File: src/rtl/kbd_pkg.sv
package kbd_pkg;

    // ==================================================
    // Z88 key matrix geometry
    // ==================================================

    localparam int matrix_bits = 64;             // A8..A15 x 8 rows
    localparam int matrix_cols = 8;              // Address lines A8..A15

    // ==================================================
    // PS/2 prefix bytes
    // ==================================================

    localparam logic [3:0] prefix_ext_nib = 4'hE; // E0 / E1
    localparam logic [3:0] prefix_brk_nib = 4'hF; // F0 upstroke

    // ==================================================
    // Decoded key event
    // ==================================================

    // Build view, as assembled from the prefix flags
    typedef struct packed {
        logic       brk;                         // Key released
        logic       ext;                         // Seen after E0
        logic [6:0] base;                        // Low 7 bits of make code
    } key_build_t;

    // Lookup view, ext folds into bit 7 of the code
    typedef struct packed {
        logic       brk;
        logic [7:0] code;                        // Matrix / display code
    } key_lookup_t;

    typedef union packed {
        key_build_t  build;
        key_lookup_t lookup;
    } key_event_u;

endpackage

File: src/rtl/board_pkg.sv
package board_pkg;

    // ==================================================
    // Board switches
    // ==================================================

    localparam int switch_count = 10;
    localparam int filter_depth = 5;             // Agreeing samples needed

    // ==================================================
    // Seven-segment codes, active low, gfedcba
    // ==================================================

    localparam logic [6:0] seg_patterns [16] = '{
        7'b1000000,                              // 0
        7'b1111001,                              // 1
        7'b0100100,                              // 2
        7'b0110000,                              // 3
        7'b0011001,                              // 4
        7'b0010010,                              // 5
        7'b0000010,                              // 6
        7'b1111000,                              // 7
        7'b0000000,                              // 8
        7'b0010000,                              // 9
        7'b0001000,                              // A
        7'b0000011,                              // b
        7'b1000110,                              // C
        7'b0100001,                              // d
        7'b0000110,                              // E
        7'b0001110                               // F
    };

endpackage

File: src/rtl/scan_prefix_decoder.sv
module scan_prefix_decoder (
    input  logic                CLOCK_50,
    input  logic                reset,
    input  logic                scan_valid,
    input  logic [7:0]          scan_data,
    output logic                key_valid,
    output kbd_pkg::key_event_u key_event
);

    logic ext_flag;
    logic brk_flag;
    logic is_ext;
    logic is_brk;
    logic take_key;

    assign is_ext   = (scan_data[7:4] == kbd_pkg::prefix_ext_nib);
    assign is_brk   = (scan_data[7:4] == kbd_pkg::prefix_brk_nib);
    assign take_key = scan_valid & ~is_ext & ~is_brk;

    // ==================================================
    // Prefix flags and event strobe
    // ==================================================

    always_ff @(posedge CLOCK_50 or posedge reset) begin
        if (reset) begin
            ext_flag  <= 1'b0;
            brk_flag  <= 1'b0;
            key_valid <= 1'b0;
        end else begin
            key_valid <= take_key;                // One cycle per key code
            if (scan_valid && is_ext) begin
                ext_flag <= 1'b1;
            end
            if (scan_valid && is_brk) begin
                brk_flag <= 1'b1;
            end
            if (take_key) begin
                ext_flag <= 1'b0;                 // Flags apply to one code only
                brk_flag <= 1'b0;
            end
        end
    end

    // Event payload, held until the next key code
    always_ff @(posedge CLOCK_50) begin
        if (take_key) begin
            key_event.build.brk  <= brk_flag;
            key_event.build.ext  <= ext_flag | scan_data[7];
            key_event.build.base <= scan_data[6:0];
        end
    end

endmodule

File: src/rtl/key_matrix.sv
module key_matrix (
    input  logic                               CLOCK_50,
    input  logic                               reset,
    input  logic                               key_valid,
    input  kbd_pkg::key_event_u                key_event,
    input  logic [kbd_pkg::matrix_cols-1:0]    col_select,
    output logic [kbd_pkg::matrix_bits-1:0]    kbd_matrix,
    output logic [7:0]                         column_view
);

    localparam int ROWS = kbd_pkg::matrix_bits / kbd_pkg::matrix_cols;

    logic [6:0] slot;                             // {hit, bit index}

    // Scan code to matrix position, bit = column * 8 + row
    function automatic logic [6:0] key_slot(input logic [7:0] code);
        case (code)
            8'h3E: key_slot = {1'b1, 6'd0};       // A8: 8
            8'h3D: key_slot = {1'b1, 6'd1};       // 7
            8'h31: key_slot = {1'b1, 6'd2};       // N
            8'h33: key_slot = {1'b1, 6'd3};       // H
            8'h35: key_slot = {1'b1, 6'd4};       // Y
            8'h36: key_slot = {1'b1, 6'd5};       // 6
            8'h5A: key_slot = {1'b1, 6'd6};       // Enter
            8'h66: key_slot = {1'b1, 6'd7};       // Del
            8'h43: key_slot = {1'b1, 6'd8};       // A9: I
            8'h3C: key_slot = {1'b1, 6'd9};       // U
            8'h32: key_slot = {1'b1, 6'd10};      // B
            8'h34: key_slot = {1'b1, 6'd11};      // G
            8'h2C: key_slot = {1'b1, 6'd12};      // T
            8'h2E: key_slot = {1'b1, 6'd13};      // 5
            8'hF5: key_slot = {1'b1, 6'd14};      // Up
            8'h5D: key_slot = {1'b1, 6'd15};      // Backslash
            8'h44: key_slot = {1'b1, 6'd16};      // A10: O
            8'h3B: key_slot = {1'b1, 6'd17};      // J
            8'h2A: key_slot = {1'b1, 6'd18};      // V
            8'h2B: key_slot = {1'b1, 6'd19};      // F
            8'h2D: key_slot = {1'b1, 6'd20};      // R
            8'h25: key_slot = {1'b1, 6'd21};      // 4
            8'hF2: key_slot = {1'b1, 6'd22};      // Down
            8'h55: key_slot = {1'b1, 6'd23};      // =
            8'h46: key_slot = {1'b1, 6'd24};      // A11: 9
            8'h42: key_slot = {1'b1, 6'd25};      // K
            8'h21: key_slot = {1'b1, 6'd26};      // C
            8'h23: key_slot = {1'b1, 6'd27};      // D
            8'h24: key_slot = {1'b1, 6'd28};      // E
            8'h26: key_slot = {1'b1, 6'd29};      // 3
            8'hF4: key_slot = {1'b1, 6'd30};      // Right
            8'h4E: key_slot = {1'b1, 6'd31};      // -
            8'h4D: key_slot = {1'b1, 6'd32};      // A12: P
            8'h3A: key_slot = {1'b1, 6'd33};      // M
            8'h22: key_slot = {1'b1, 6'd34};      // X
            8'h1B: key_slot = {1'b1, 6'd35};      // S
            8'h1D: key_slot = {1'b1, 6'd36};      // W
            8'h1E: key_slot = {1'b1, 6'd37};      // 2
            8'hEB: key_slot = {1'b1, 6'd38};      // Left
            8'h5B: key_slot = {1'b1, 6'd39};      // ]
            8'h45: key_slot = {1'b1, 6'd40};      // A13: 0
            8'h4B: key_slot = {1'b1, 6'd41};      // L
            8'h1A: key_slot = {1'b1, 6'd42};      // Z
            8'h1C: key_slot = {1'b1, 6'd43};      // A
            8'h15: key_slot = {1'b1, 6'd44};      // Q
            8'h16: key_slot = {1'b1, 6'd45};      // 1
            8'h29: key_slot = {1'b1, 6'd46};      // Space
            8'h54: key_slot = {1'b1, 6'd47};      // [
            8'h52: key_slot = {1'b1, 6'd48};      // A14: quote
            8'h4C: key_slot = {1'b1, 6'd49};      // ;
            8'h41: key_slot = {1'b1, 6'd50};      // ,
            8'h04: key_slot = {1'b1, 6'd51};      // Menu on F3
            8'h14: key_slot = {1'b1, 6'd52};      // Diamond on left Ctrl
            8'h94: key_slot = {1'b1, 6'd52};      // Diamond on right Ctrl
            8'h0D: key_slot = {1'b1, 6'd53};      // Tab
            8'h12: key_slot = {1'b1, 6'd54};      // Left shift
            8'h05: key_slot = {1'b1, 6'd55};      // Help on F1
            8'h0E: key_slot = {1'b1, 6'd56};      // A15: pound
            8'h4A: key_slot = {1'b1, 6'd57};      // /
            8'h49: key_slot = {1'b1, 6'd58};      // .
            8'h58: key_slot = {1'b1, 6'd59};      // Caps lock
            8'h06: key_slot = {1'b1, 6'd60};      // Index on F2
            8'h76: key_slot = {1'b1, 6'd61};      // Esc
            8'h11: key_slot = {1'b1, 6'd62};      // Square on left Alt
            8'h91: key_slot = {1'b1, 6'd62};      // Square on right Alt
            8'h59: key_slot = {1'b1, 6'd63};      // Right shift
            default: key_slot = 7'd0;             // Not a Z88 key
        endcase
    endfunction

    assign slot = key_slot(key_event.lookup.code);

    always_ff @(posedge CLOCK_50 or posedge reset) begin
        if (reset) begin
            kbd_matrix <= '0;
        end else if (key_valid && slot[6]) begin
            kbd_matrix[slot[5:0]] <= ~key_event.lookup.brk;
        end
    end

    // ==================================================
    // Selected columns, ORed for the green LEDs
    // ==================================================

    always_comb begin
        column_view = '0;
        for (int c = 0; c < kbd_pkg::matrix_cols; c++) begin
            if (col_select[c]) begin
                column_view = column_view | kbd_matrix[c*ROWS +: ROWS];
            end
        end
    end

endmodule

File: src/rtl/switch_filter.sv
module switch_filter #(
    parameter int WIDTH = 1,
    parameter int DEPTH = 5
) (
    input  logic             CLOCK_50,
    input  logic             reset,
    input  logic [WIDTH-1:0] raw,
    output logic [WIDTH-1:0] filtered
);

    localparam int STAGES = DEPTH + 2;            // Two for metastability

    logic [WIDTH-1:0] sync_q [STAGES];
    logic [WIDTH-1:0] all_one;
    logic [WIDTH-1:0] all_zero;

    // Agreement over the last DEPTH stages
    always_comb begin
        all_one  = '1;
        all_zero = '1;
        for (int s = 2; s < STAGES; s++) begin
            all_one  = all_one & sync_q[s];
            all_zero = all_zero & ~sync_q[s];
        end
    end

    always_ff @(posedge CLOCK_50 or posedge reset) begin
        if (reset) begin
            for (int s = 0; s < STAGES; s++) begin
                sync_q[s] <= '0;
            end
            filtered <= '0;
        end else begin
            sync_q[0] <= raw;
            for (int s = 1; s < STAGES; s++) begin
                sync_q[s] <= sync_q[s-1];
            end
            filtered <= (filtered | all_one) & ~all_zero; // Hold on disagreement
        end
    end

endmodule

File: src/rtl/hex_display.sv
module hex_display #(
    parameter int DIGITS = 2
) (
    input  logic                CLOCK_50,
    input  logic                reset,
    input  logic                key_valid,
    input  kbd_pkg::key_event_u key_event,
    output logic [6:0]          hex0,
    output logic [6:0]          hex1
);

    logic [6:0] seg_q [DIGITS];

    // One digit per nibble of the lookup code, digit 0 is the low nibble
    always_ff @(posedge CLOCK_50 or posedge reset) begin
        if (reset) begin
            for (int d = 0; d < DIGITS; d++) begin
                seg_q[d] <= board_pkg::seg_patterns[0]; // Shows "0"
            end
        end else if (key_valid) begin
            for (int d = 0; d < DIGITS; d++) begin
                seg_q[d] <= board_pkg::seg_patterns[key_event.lookup.code[d*4 +: 4]];
            end
        end
    end

    assign hex0 = seg_q[0];
    assign hex1 = seg_q[1];

endmodule

File: src/rtl/z88_kbd_board_top.sv
module z88_kbd_board_top (
    input  logic                                CLOCK_50,
    input  logic                                reset,
    input  logic                                scan_valid,
    input  logic [7:0]                          scan_data,
    input  logic [board_pkg::switch_count-1:0]  sw,
    input  logic                                key_flap_n,
    output logic [kbd_pkg::matrix_bits-1:0]     kbd_matrix,
    output logic [6:0]                          hex0,
    output logic [6:0]                          hex1,
    output logic [8:0]                          ledr,
    output logic [7:0]                          ledg,
    output logic                                flap
);

    logic                               key_valid;
    kbd_pkg::key_event_u                key_event;
    logic [board_pkg::switch_count-1:0] sw_filtered;
    logic                               flap_filtered;
    logic [7:0]                         col_select;

    // ==================================================
    // Keyboard path
    // ==================================================

    scan_prefix_decoder u_decoder (
        .CLOCK_50   (CLOCK_50),
        .reset      (reset),
        .scan_valid (scan_valid),
        .scan_data  (scan_data),
        .key_valid  (key_valid),
        .key_event  (key_event)
    );

    key_matrix u_matrix (
        .CLOCK_50    (CLOCK_50),
        .reset       (reset),
        .key_valid   (key_valid),
        .key_event   (key_event),
        .col_select  (col_select),
        .kbd_matrix  (kbd_matrix),
        .column_view (ledg)
    );

    hex_display #(.DIGITS(2)) u_hex (
        .CLOCK_50  (CLOCK_50),
        .reset     (reset),
        .key_valid (key_valid),
        .key_event (key_event),
        .hex0      (hex0),
        .hex1      (hex1)
    );

    // ==================================================
    // Switches and flap key
    // ==================================================

    switch_filter #(
        .WIDTH (board_pkg::switch_count),
        .DEPTH (board_pkg::filter_depth)
    ) u_sw_filter (
        .CLOCK_50 (CLOCK_50),
        .reset    (reset),
        .raw      (sw),
        .filtered (sw_filtered)
    );

    // Flap key is active low on the pin, filtered as active high
    switch_filter #(
        .WIDTH (1),
        .DEPTH (board_pkg::filter_depth)
    ) u_flap_filter (
        .CLOCK_50 (CLOCK_50),
        .reset    (reset),
        .raw      (~key_flap_n),
        .filtered (flap_filtered)
    );

    assign flap       = flap_filtered;
    assign col_select = sw_filtered[7:0];         // SW0..SW7 pick A8..A15
    assign ledr       = {flap_filtered, sw_filtered[7:0]};

endmodule

File: config.mk
export PLATFORM = sky130hd
export DESIGN_NAME = z88_kbd_board_top
export DESIGN_NICKNAME = d
export VERILOG_FILES = /design/src/rtl/kbd_pkg.sv /design/src/rtl/board_pkg.sv /design/src/rtl/scan_prefix_decoder.sv /design/src/rtl/key_matrix.sv /design/src/rtl/switch_filter.sv /design/src/rtl/hex_display.sv /design/src/rtl/z88_kbd_board_top.sv
export SDC_FILE = /design/constraint.sdc
export NUM_CORES = 1
export LEC_CHECK = 0
export BUFFER_PORTS_ARGS = -buffer_cell sky130_fd_sc_hd__buf_2
export CORE_MARGIN = 2
export CORE_UTILIZATION = 35
export CTS_BUF_LIST = sky130_fd_sc_hd__clkbuf_16
export CTS_CLUSTER_SIZE = 30
export DETAILED_ROUTE_END_ITERATION = 16
export SLEW_MARGIN = 0
export SYNTH_ARGS = -nofsm -noshare
export SYNTH_HDL_FRONTEND = slang
export SYNTH_SLANG_ARGS = --single-unit
File: constraint.sdc
create_clock -name CLOCK_50 -period 5.95 [get_ports CLOCK_50]
set_input_delay 0.595 -clock CLOCK_50 [delete_from_list [all_inputs] [get_ports CLOCK_50]]
set_output_delay 0.595 -clock CLOCK_50 [all_outputs]
set_load 0.05 [all_outputs]
Word-level counts from Yosys, hierarchy flattened
Memory sizes are Yosys's and may differ from the RTL's. A register that Yosys moved wholly into a read port is not among the register bits.
Cells that the tools add are included.
- $add $sub $neg: 0
- eq/ne operators: 2
- reduce and logical (&&, ||, !) cells: 6
- mux-type cells: 16
- div/mod/pow operators: 0
- bitwise gates (word level): 48
- shift operators: 0
- multiply operators: 0
- $lt $le $gt $ge: 2
- operators by type and width (kind ; count):
    10-bit AND ; 9
    8-bit 2-to-1 mux ; 9
    64-bit bitwise mux ; 1
    10-bit inverter ; 6
    8-bit OR ; 7
    1-bit AND ; 11
    1-bit inverter ; 10
    4-bit inverter with 5-bit output ; 2
    10-bit OR ; 1
    4-bit equality test, second input constant ; 2
    6-bit by 7-bit < comparator with 1-bit output, second input constant ; 1
    1-bit demux with 6-bit select ; 1
    6-bit by 1-bit greater-or-equal comparator with 1-bit output, second input constant ; 1
    1-bit 2-to-1 mux ; 5
    1-bit logical AND ; 4
    2-bit nonzero test ; 2
    1-bit OR ; 2
- memories kept: 3
- memory bits (writable): 0
- input bits: 22
- latch bits: 0
- output and inout bits: 96
- bits in read-only memories: 2016
- register bits after elaboration: 164
- word-level logic and storage cells: 98
- memories (memory ; words ; bits a word ; read ports ; clocked after Yosys merged registers in ; wr ports ; RTL line ; source):
    (name not given) ; 256 ; 7 ; 1 ; 1 ; 0 ; key_matrix.sv:17 ; case (code)
    (name not given) ; 16 ; 7 ; 1 ; 1 ; 0 ; hex_display.sv:22 ; seg_q[d] <= board_pkg::seg_patterns[key_event.lookup.code[d*4 +: 4]];
    (name not given) ; 16 ; 7 ; 1 ; 1 ; 0 ; hex_display.sv:22 ;

Depth between registers and ports, before layout
Gate-level depths: netlist of the first run.
- depth after elaboration: 15
- mapped depth: 13
- gate-level depth less buffers: 11

Cells and area by module
A second synthesis of the first run with hierarchy kept.
- cell total of the unflattened synthesis: 749
- area total of the unflattened synthesis: 8876.0 µm²
- modules (own cells, without submodules) (module ; cells each ; sequential area each (µm²) ; instances ; area each (µm²)):
    key_matrix ; 482 ; 1601.5 ; 1 ; 4818.4
    switch_filter at u_sw_filter ; 121 ; 2001.9 ; 1 ; 2343.5
    hex_display ; 111 ; 352.8 ; 1 ; 1069.8
    scan_prefix_decoder ; 20 ; 345.3 ; 1 ; 395.4
    switch_filter at u_flap_filter ; 13 ; 200.2 ; 1 ; 237.7
    z88_kbd_board_top ; 2 ; 0.0 ; 1 ; 11.3

Least setup slack after synthesis of the first run
Ideal clock, no wire load.
- kind: input to register
- start point: in scan_data[5]
- end point: reg u_matrix.slot[2] (netlist name)
- stages: 13
- arrival time: 2.715 ns
- library setup time: 0.088 ns
- buffers on the path: 3
- path slack: 3.147 ns
- path through: buf_2 -> nand3_4 -> nand2_4 -> inv_2 -> buf_6 -> a21o_1 -> inv_1 -> ha_1 -> clkbuf_1 -> nand4_1 -> a21oi_1 -> nor3b_1 -> a311oi_2
- cells in the longest elaborated chain, start to end: 5
- elaborated cells between the ends (all ways): 7
- classes of those cells: eq/ne: 2; mux: 1; bitwise: 4
- ends and longest elaborated chain (what ; RTL line ; source):
    start, declared ; z88_kbd_board_top.sv:5 ; input logic [7:0] scan_data,
    4-bit equality test ; scan_prefix_decoder.sv:16 ; assign is_ext = (scan_data[7:4] == kbd_pkg::prefix_ext_nib);
    1-bit inverter ; scan_prefix_decoder.sv:18 ; assign take_key = scan_valid & ~is_ext & ~is_brk;
    1-bit AND ; scan_prefix_decoder.sv:18 ;
    1-bit AND * ; scan_prefix_decoder.sv:18 ;
    via u_decoder.take_key ; scan_prefix_decoder.sv:14 ; logic take_key;
    8-bit 2-to-1 mux (no line) * ; n/a ;
Mark *: on every way through the listed nets, which the timed path passes. The rest lies on a longest branch.
A chain may end at the register's enable or synchronous reset.

Worst setup path in the final report of the first run
- start point: in scan_valid
- end point: reg u_matrix.slot[4] (netlist name)
- cells in the longest elaborated chain, start to end: 3
- ends and longest elaborated chain (what ; RTL line ; source):
    start, declared ; z88_kbd_board_top.sv:4 ; input logic scan_valid,
    1-bit AND (2 in a row) ; scan_prefix_decoder.sv:18 ;
    8-bit 2-to-1 mux (no line) ; n/a ;
No other way between the ends.

==> results of run 1 <==
-- path summary, 6_finish.rpt --
| path | start | end | cells past startpoint |
|---|---|---|---|
| worst min register to register | u_sw_filter.sync_q[50] | u_sw_filter.sync_q[40] | 0 |
| worst max-delay path | scan_valid | u_matrix.slot[4] | 11 |
| max in group asynchronous | reset | u_hex.hex0[4] | 3 |
| worst max register to register | u_decoder.key_event[2] | u_matrix.slot[5] | 9 |
| worst min-delay path | sw[3] | u_sw_filter.sync_q[63] | 1 |
| min in group asynchronous | reset | u_sw_filter.filtered[3] | 2 |
-- synth_stat cells (3+ instances only) --
| master | n |
|---|---|
| a211oi_1 | 7 |
| nand3b_1 | 6 |
| o211ai_1 | 6 |
| o31ai_1 | 9 |
| a22oi_1 | 35 |
| o22ai_1 | 5 |
| ha_1 | 22 |
| inv_2 | 3 |
| nor2b_1 | 5 |
| o21ai_1 | 3 |
| a41oi_1 | 9 |
| a32oi_1 | 4 |
| nand3_1 | 11 |
| nor2_1 | 156 |
| or4_1 | 10 |
| dfxtp_1 | 7 |
| buf_4 | 3 |
| clkbuf_1 | 35 |
| a221oi_1 | 3 |
| a311oi_1 | 3 |
| dfrtp_1 | 151 |
| a31oi_1 | 22 |
| mux2i_1 | 12 |
| or2_2 | 4 |
| nor3_1 | 13 |
| inv_1 | 18 |
| o21a_1 | 4 |
| a21o_1 | 4 |
| nor3b_1 | 5 |
| nand2_1 | 31 |
| o21ai_0 | 24 |
| edfxtp_1 | 9 |
| nand2b_1 | 6 |
| buf_1 | 4 |
| a21oi_1 | 99 |
| or3_1 | 4 |
| mux2_2 | 3 |
| nand4_1 | 13 |
| buf_2 | 9 |
-- metrics by stage --
step / instance area [um2] / worst slack [ns] / hold slack, ns / power [W]
finish: 9389 / 2.548 / 0.2809 / 0.003267
CTS: 9389 / 2.685 / 0.2593 / 0.003293
detailed placement: 8813 / 2.240 / 0.3357 / 0.002216
global route: 9389 / 2.371 / 0.2536 / 0.003418
floorplan: 8064 / 1.237 / 0.3312 / 0.001995
global placement: 8813 / 2.239 / 0.3314 / 0.002210
-- state kept, by name, indices dropped and copies added, names as in the netlist --
| register | count |
|---|---|
| u_matrix.kbd_matrix | 64 |
| u_sw_filter.sync_q | 56 |
| u_decoder.key_event | 9 |
| u_sw_filter.filtered | 8 |
| u_flap_filter.sync_q | 7 |
| u_hex.hex0 | 7 |
| u_hex.hex1 | 7 |
| u_matrix.slot | 7 |
| u_decoder.brk_flag | 1 |
| u_decoder.ext_flag | 1 |
| u_decoder.key_valid | 1 |
| u_flap_filter.filtered | 1 |
-- power groups by stage --
stage               clock, W  combinational (W)  sequential, W
floorplan                  0           0.000350        0.00164
global placement           0           0.000792        0.00142
detailed placement         0           0.000794        0.00142
CTS                  0.00110           0.000796        0.00140
global route         0.00114           0.000854        0.00142
finish               0.00107           0.000798        0.00140
-- final cells by class --
class / count / area [um2]
flip-flops and latches: 169 / 4242
clock inverters: 14 / 150.1
repair buffers: 120 / 613.1
multi-input cells: 583 / 3518
fillers: 2180 / 13250
inverters: 21 / 83.83
clock buffers: 17 / 425.4
well taps: 285 / 356.6
-- critical path: cells and delay by family --
kind	cells	cell delay [ns]
AND/OR/NAND/NOR	2	0.60
AO/OA/AOI/OAI	5	1.17
adder cells (fa/ha/maj)	1	0.38
buffers and inverters	3	0.94
-- per-layer routing --
layer	wire, um	vias up
met5	0	-
met4	465	0
met3	1541	27
met2	10720	269
met1	10020	3343
li1	-	3197
-- kinds of logic (layout without fill, tap and decap cells) --
kind of cell / after synthesis / count (layout) / synth area share (%)
compound gates: 266 / 266 / 21.63
fa+ha+maj: 22 / 22 / 3.413
buf+inv: 73 / 172 / 3.770
flops: 169 / 169 / 52.60
mux: 16 / 16 / 2.188
simple gates: 279 / 279 / 16.40
==> flow_summary.yaml, run 1 <==
pwr:
  pwr-share-clk_pct: 32.7
  swShare_pct: 37.68
  power.static_leakage_nw: 4.180
  max-vdd-ir-drop_v: 0.0002045
  powerDensity_nw_per_um2: 347.9
  p_switching_w: 0.001231
  pwr-share-comb_pct: 24.4
  p_int_w: 0.002036
  pwr-share-seq_pct: 42.9
yosys:
  synth_top_area_cell: "dfrtp_1"
  synthesis.nets: 869
  syn_avg_cell_area_um2: 9.775
  post-synth-top-area-fraction_pct: 46.86
  yosysUniqueCellTypes: 77
  syn_inst: 825
  synth.area.top_cells: "dfrtp_1 47%, nor2_1 7.3%, a21oi_1 6.1%"
  synthFlopType: "dfrtp_1"
  synth-seq-cells: 169
  postSynth.asyncResetShare_pct: 90.53
  yosysWarnings: 0
  synth_seq_area_share_pct: 52.60
  synth_edf_count: 9
  synth_area_um2: 8064
grt:
  grt.overflow.total: 0
  grtUsageMet2_pct: 29.50
  grt.busiest_layer: "met2"
  antenna_found_initial: 0
  use_met1_pct: 26.47
  grt_pass1_vias: 6377
  grt_max_degree: 80
  grt.total_usage_pct: 18.99
  grt_pass1_wl_um: 36070
  grt_util_met3_pct: 4.083
floorplan:
  die-area_um2: 24270
  dieHeight_um: 155.8
  coreArea_um2: 22640
  die_x_um: 155.8
  placementRows: 55
  start_util_pct: 35.62
  ios: 118
clock_tree:
  cts_root_buffer: "clkbuf_16"
  insertion_delay_ns: 0.42
  cts_tree: "built"
  cts_max_path_buffers: 2
  holdBufCountCts: 0
  cts_sinks: 169
  cts_buffers: 17
  h-tree-depth: 4
  cts_resized: 0
  cts_setup_buffers: 0
  path_clk_slew_ns: 0.07
routing:
  drt_iter0_drc: 705
  wire_per_inst_um: 18.81
  drt_wl_total_um: 22750
  final_antenna_net_count: 0
  drc_errors: 0
  vias: 6836
  dr.pass1.iters: 6
  vias_per_cell: 5.654
layout:
  fin_cells: 1209
  final_common_cell: "nor2_1"
  num_antenna_cells: 0
  final_core_util_pct: 41.47
  final_cell_mix: "156 x nor2_1, 151 x dfrtp_1, 115 x buf_2, 99 x a21oi_1, 35 x a22oi_1"
  final_layout_size_suffix_gt1_share_pct: 19.59
  nNetsFinal: 956
  layout-area-overhead-vs-synth_pct: 16.43
critical_path:
  startpoint_type: "input pin"
  r2r_setup_slack_ns: 2.84
  required_ns: 6.24
  crit_fanout: 23
  cp_slowest_cell: "nor4_1"
  worstSetupEndpointType: "register"
  setup.worst_path.class: "input pin to register"
  max_stage_delay_ns: 0.44
  crit_arrival_ns: 3.69
  crit_chain: "buf_2 > nand2_4 > inv_2 > a21o_1 > inv_1 > ha_1 > o21ai_0 > o2111a_1 > a2111oi_2 > nor4_1 > a211oi_2"
run:
  maxCapViolCount: 0
place:
  io_buffers: 115
  placedCellCount: 1178
  dp_hpwl_um: 15470
  place.gp.congestion: 0.9168
timing:
  max_freq_mhz: 293.9
  layout_min_cycle_time_ns: 3.402
  skew_ns: 0.01271
  setup_violations: 0
  final_hold_viol_count: 0
  setup_tns_ns: 0
  timing.slew.headroom_pct: 30.50
  min_period_over_period_pct: 57.18
  tightest_slew_ns: 1.042
  drv_slew: 0
  rsz0062_at_grt: "false"
min_path:
  hold_path.class: "input pin to register"
outcome:
  status: "finished, final reports clean"
Power figures use the tool's default switching activity.
==> run 2, diff against run 1 <==
--- a/config.mk
+++ b/config.mk
@@ -5,6 +5,7 @@
 export SDC_FILE = /design/constraint.sdc
 export NUM_CORES = 1
 export LEC_CHECK = 0
+export ABC_AREA = 1
 export BUFFER_PORTS_ARGS = -buffer_cell sky130_fd_sc_hd__buf_2
 export CORE_MARGIN = 2
 export CORE_UTILIZATION = 35
==> constraint.sdc (replaced) <==
create_clock -name CLOCK_50 -period 3.3 [get_ports CLOCK_50]
set_input_delay 0.33 -clock CLOCK_50 [delete_from_list [all_inputs] [get_ports CLOCK_50]]
set_output_delay 0.33 -clock CLOCK_50 [all_outputs]
set_load 0.05 [all_outputs]
==> flow_summary.yaml, run 2 <==
outcome:
  status: "finished, final reports clean"
routing:
  final_antenna_net_count: 0
  drc_errors: 0
  drt_iter0_drc: 515
  wire_per_inst_um: 15.80
  dr.pass1.iters: 5
  drt_wl_total_um: 20280
  vias: 6545
  vias_per_cell: 5.097
layout:
  num_antenna_cells: 0
  largest_reg_flops: 64
  largest_register: "u_matrix.kbd_matrix"
  layout-area-overhead-vs-synth_pct: 18.68
  regArea_um2: 4242
  fin_cells: 1284
  final_layout_size_suffix_gt1_share_pct: 19.82
  final_common_cell: "nand2_1"
  nNetsFinal: 1030
  n_fill_cell: 2227
  stdcell_area_um2: 9387
  reg_top3: "u_matrix.kbd_matrix: 64 flops, u_sw_filter.sync_q: 56 flops, u_decoder.key_event: 9 flops"
  multi_input_area_um2: 3126
  final_cell_mix: "164 x nand2_1, 151 x dfrtp_1, 115 x buf_2, 89 x nor2_1, 86 x a21oi_1"
min_path:
  holdCritStartpoint: "sw[5]"
  min_to: "u_sw_filter.sync_q[65]"
  hold_depth: 1
  hold_path.class: "input pin to register"
yosys:
  synth_mux_area_share_pct: 0.1424
  synthesis.nets: 921
  yosysUniqueCellTypes: 43
  synth-compound-area-share_pct: 16.44
  ys_top_cells_by_count: "164 x nand2_1, 151 x dfrtp_1, 89 x nor2_1"
  yosys.area_share.simple_pct: 19.46
  syn_inst: 877
  synth_edf_count: 9
  synth_top_area_cell: "dfrtp_1"
  synthFlopType: "dfrtp_1"
  synth-seq-cells: 169
  postSynth.asyncResetShare_pct: 90.53
  synth.area.top_cells: "dfrtp_1 48%, nand2_1 7.8%, a21oi_1 5.4%"
  synth_area_um2: 7909
  yosys.area_share.xor_xnor_pct: 0
  yosysWarnings: 0
  yosysMostFrequentCell: "nand2_1"
  synth_top_family_by_area: "simple AND/OR/NAND/NOR gates"
  syn_avg_cell_area_um2: 9.018
  synth_seq_area_share_pct: 53.63
  post-synth-top-area-fraction_pct: 47.78
  synth_fa_ha_area_share_pct: 3.480
timing:
  drv_slew: 0
  layout_min_cycle_time_ns: 2.212
  skew_ns: 0.01358
  final_hold_viol_count: 0
  max_freq_mhz: 452.1
  setup_violations: 0
  tightest_slew_ns: 0.9693
  min_period_over_period_pct: 67.03
  fin_ws_ns: 1.088
  rsz0062_at_grt: "false"
  setup_tns_ns: 0
  timing.slew.headroom_pct: 35.14
critical_path:
  crit_arrival_ns: 2.57
  worstSetupEndpointType: "register"
  required_ns: 3.66
  r2r-end: "u_matrix.slot[5]"
  reg2regPathDepth: 11
  r2r_setup_slack_ns: 1.09
  setup.worst_path.class: "register to register"
  crit_fanout: 9
  rr_startpoint: "u_decoder.key_event[1]"
  startpoint_type: "register"
clock_tree:
  cts_root_buffer: "clkbuf_16"
  cts_sinks: 169
  cts_max_path_buffers: 2
  cts_setup_buffers: 0
  h-tree-depth: 4
  cts_buffers: 17
  cts_tree: "built"
  path_clk_slew_ns: 0.07
  cts_resized: 0
  holdBufCountCts: 6
  insertion_delay_ns: 0.43
floorplan:
  ios: 118
  placementRows: 55
  coreArea_um2: 22430
  start_util_pct: 35.25
  dieHeight_um: 154.3
  die_x_um: 154.3
  die-area_um2: 23810
grt:
  antenna_found_initial: 0
  grt.total_usage_pct: 17.46
  grt_pass1_vias: 6107
  grt_pass1_wl_um: 33030
  grt_max_degree: 125
  grt.overflow.total: 0
pwr:
  max-vdd-ir-drop_v: 0.0003188
  powerDensity_nw_per_um2: 612.2
  power.static_leakage_nw: 4.597
place:
  place.gp.congestion: 0.8691
  dp_hpwl_um: 13920
  io_buffers: 115
  dp_slack_ns: 0.7972
  place_area_um2: 8691
  placedCellCount: 1245
run:
  maxCapViolCount: 0
[run 2: changes by cell type after synthesis, moves of 10 or more]
cell,delta
a31oi_1,+21
clkbuf_1,-10
nand2_1,+133
or4_1,-10
nand3_1,+36
mux2i_1,-12
inv_1,+50
nor2_1,-67
o21ai_0,+11
a22o_1,+10
a21oi_1,-13
a22oi_1,-35
[run 2: cell families after synthesis]
| group | after synthesis |
|---|---|
| DFF | 169 |
| adders and majority gates | 22 |
| and+or+nand+nor | 350 |
| AOI/OAI and AO/OA | 215 |
| buffers and inverters | 120 |
| muxes | 1 |
[run 2: area by class of cell]
type	count	share of cell area, %
Clock buffer	17	4.532
Clock inverter	15	2.133
Inverter	76	3.079
Multi-Input combinational cell	588	33.30
Sequential cell	169	45.19
Tap cell	285	3.799
Timing Repair Buffer	134	7.971
[run 2: per-stage QoR]
step                util [%]  power [W]  hold slack [ns]
floorplan                  -   0.003374           0.3312
global placement       38.74   0.003678           0.3329
detailed placement     38.74   0.003691           0.3347
CTS                    41.80   0.005798          0.01042
global route           41.84   0.006024         0.005864
finish                 41.84   0.005746          0.03494
[run 2: worst max path at each step]
stage,slack [ns],end,depth (start not counted),start
floorplan,1.04,u_decoder.brk_flag,1,reset
global placement,0.78,u_matrix.slot[5],17,scan_data[6]
detailed placement,0.80,u_matrix.slot[2],14,scan_data[6]
CTS,1.08,ledg[4],5,u_sw_filter.filtered[3]
global route,0.88,u_matrix.slot[5],11,u_decoder.key_event[1]
finish,1.09,u_matrix.slot[5],11,u_decoder.key_event[1]
[run 2: power by group]
part | internal (W) | switching, W | total [W] | leakage [nW]
sequential | 0.00226 | 0.000170 | 0.00243 | 2.09
clock | 0.00116 | 0.000925 | 0.00209 | 0.303
combinational | 0.000303 | 0.000922 | 0.00122 | 2.21
[run 2: worst max-delay path: stages (launching register included)]
cell and delay [ns]:
edfxtp_1 0.50, nand2_1 0.13, nand2_2 0.15, inv_1 0.22, ha_1 0.27, inv_1 0.10, nor2_1 0.23, nand2_1 0.12
a21o_1 0.19, nand2_1 0.08, nor2_1 0.05, a21oi_2 0.10
[run 2: per-layer routing]
metal  vias to the layer above  global-route usage [%]  part of all wire [%]
met5                         -                       0                     0
met4                         0                   5.467                   1.4
met3                        20                   4.007                   5.6
met2                       173                   27.89                    47
met1                      3147                   23.76                    46
li1                       3205                       -                     -
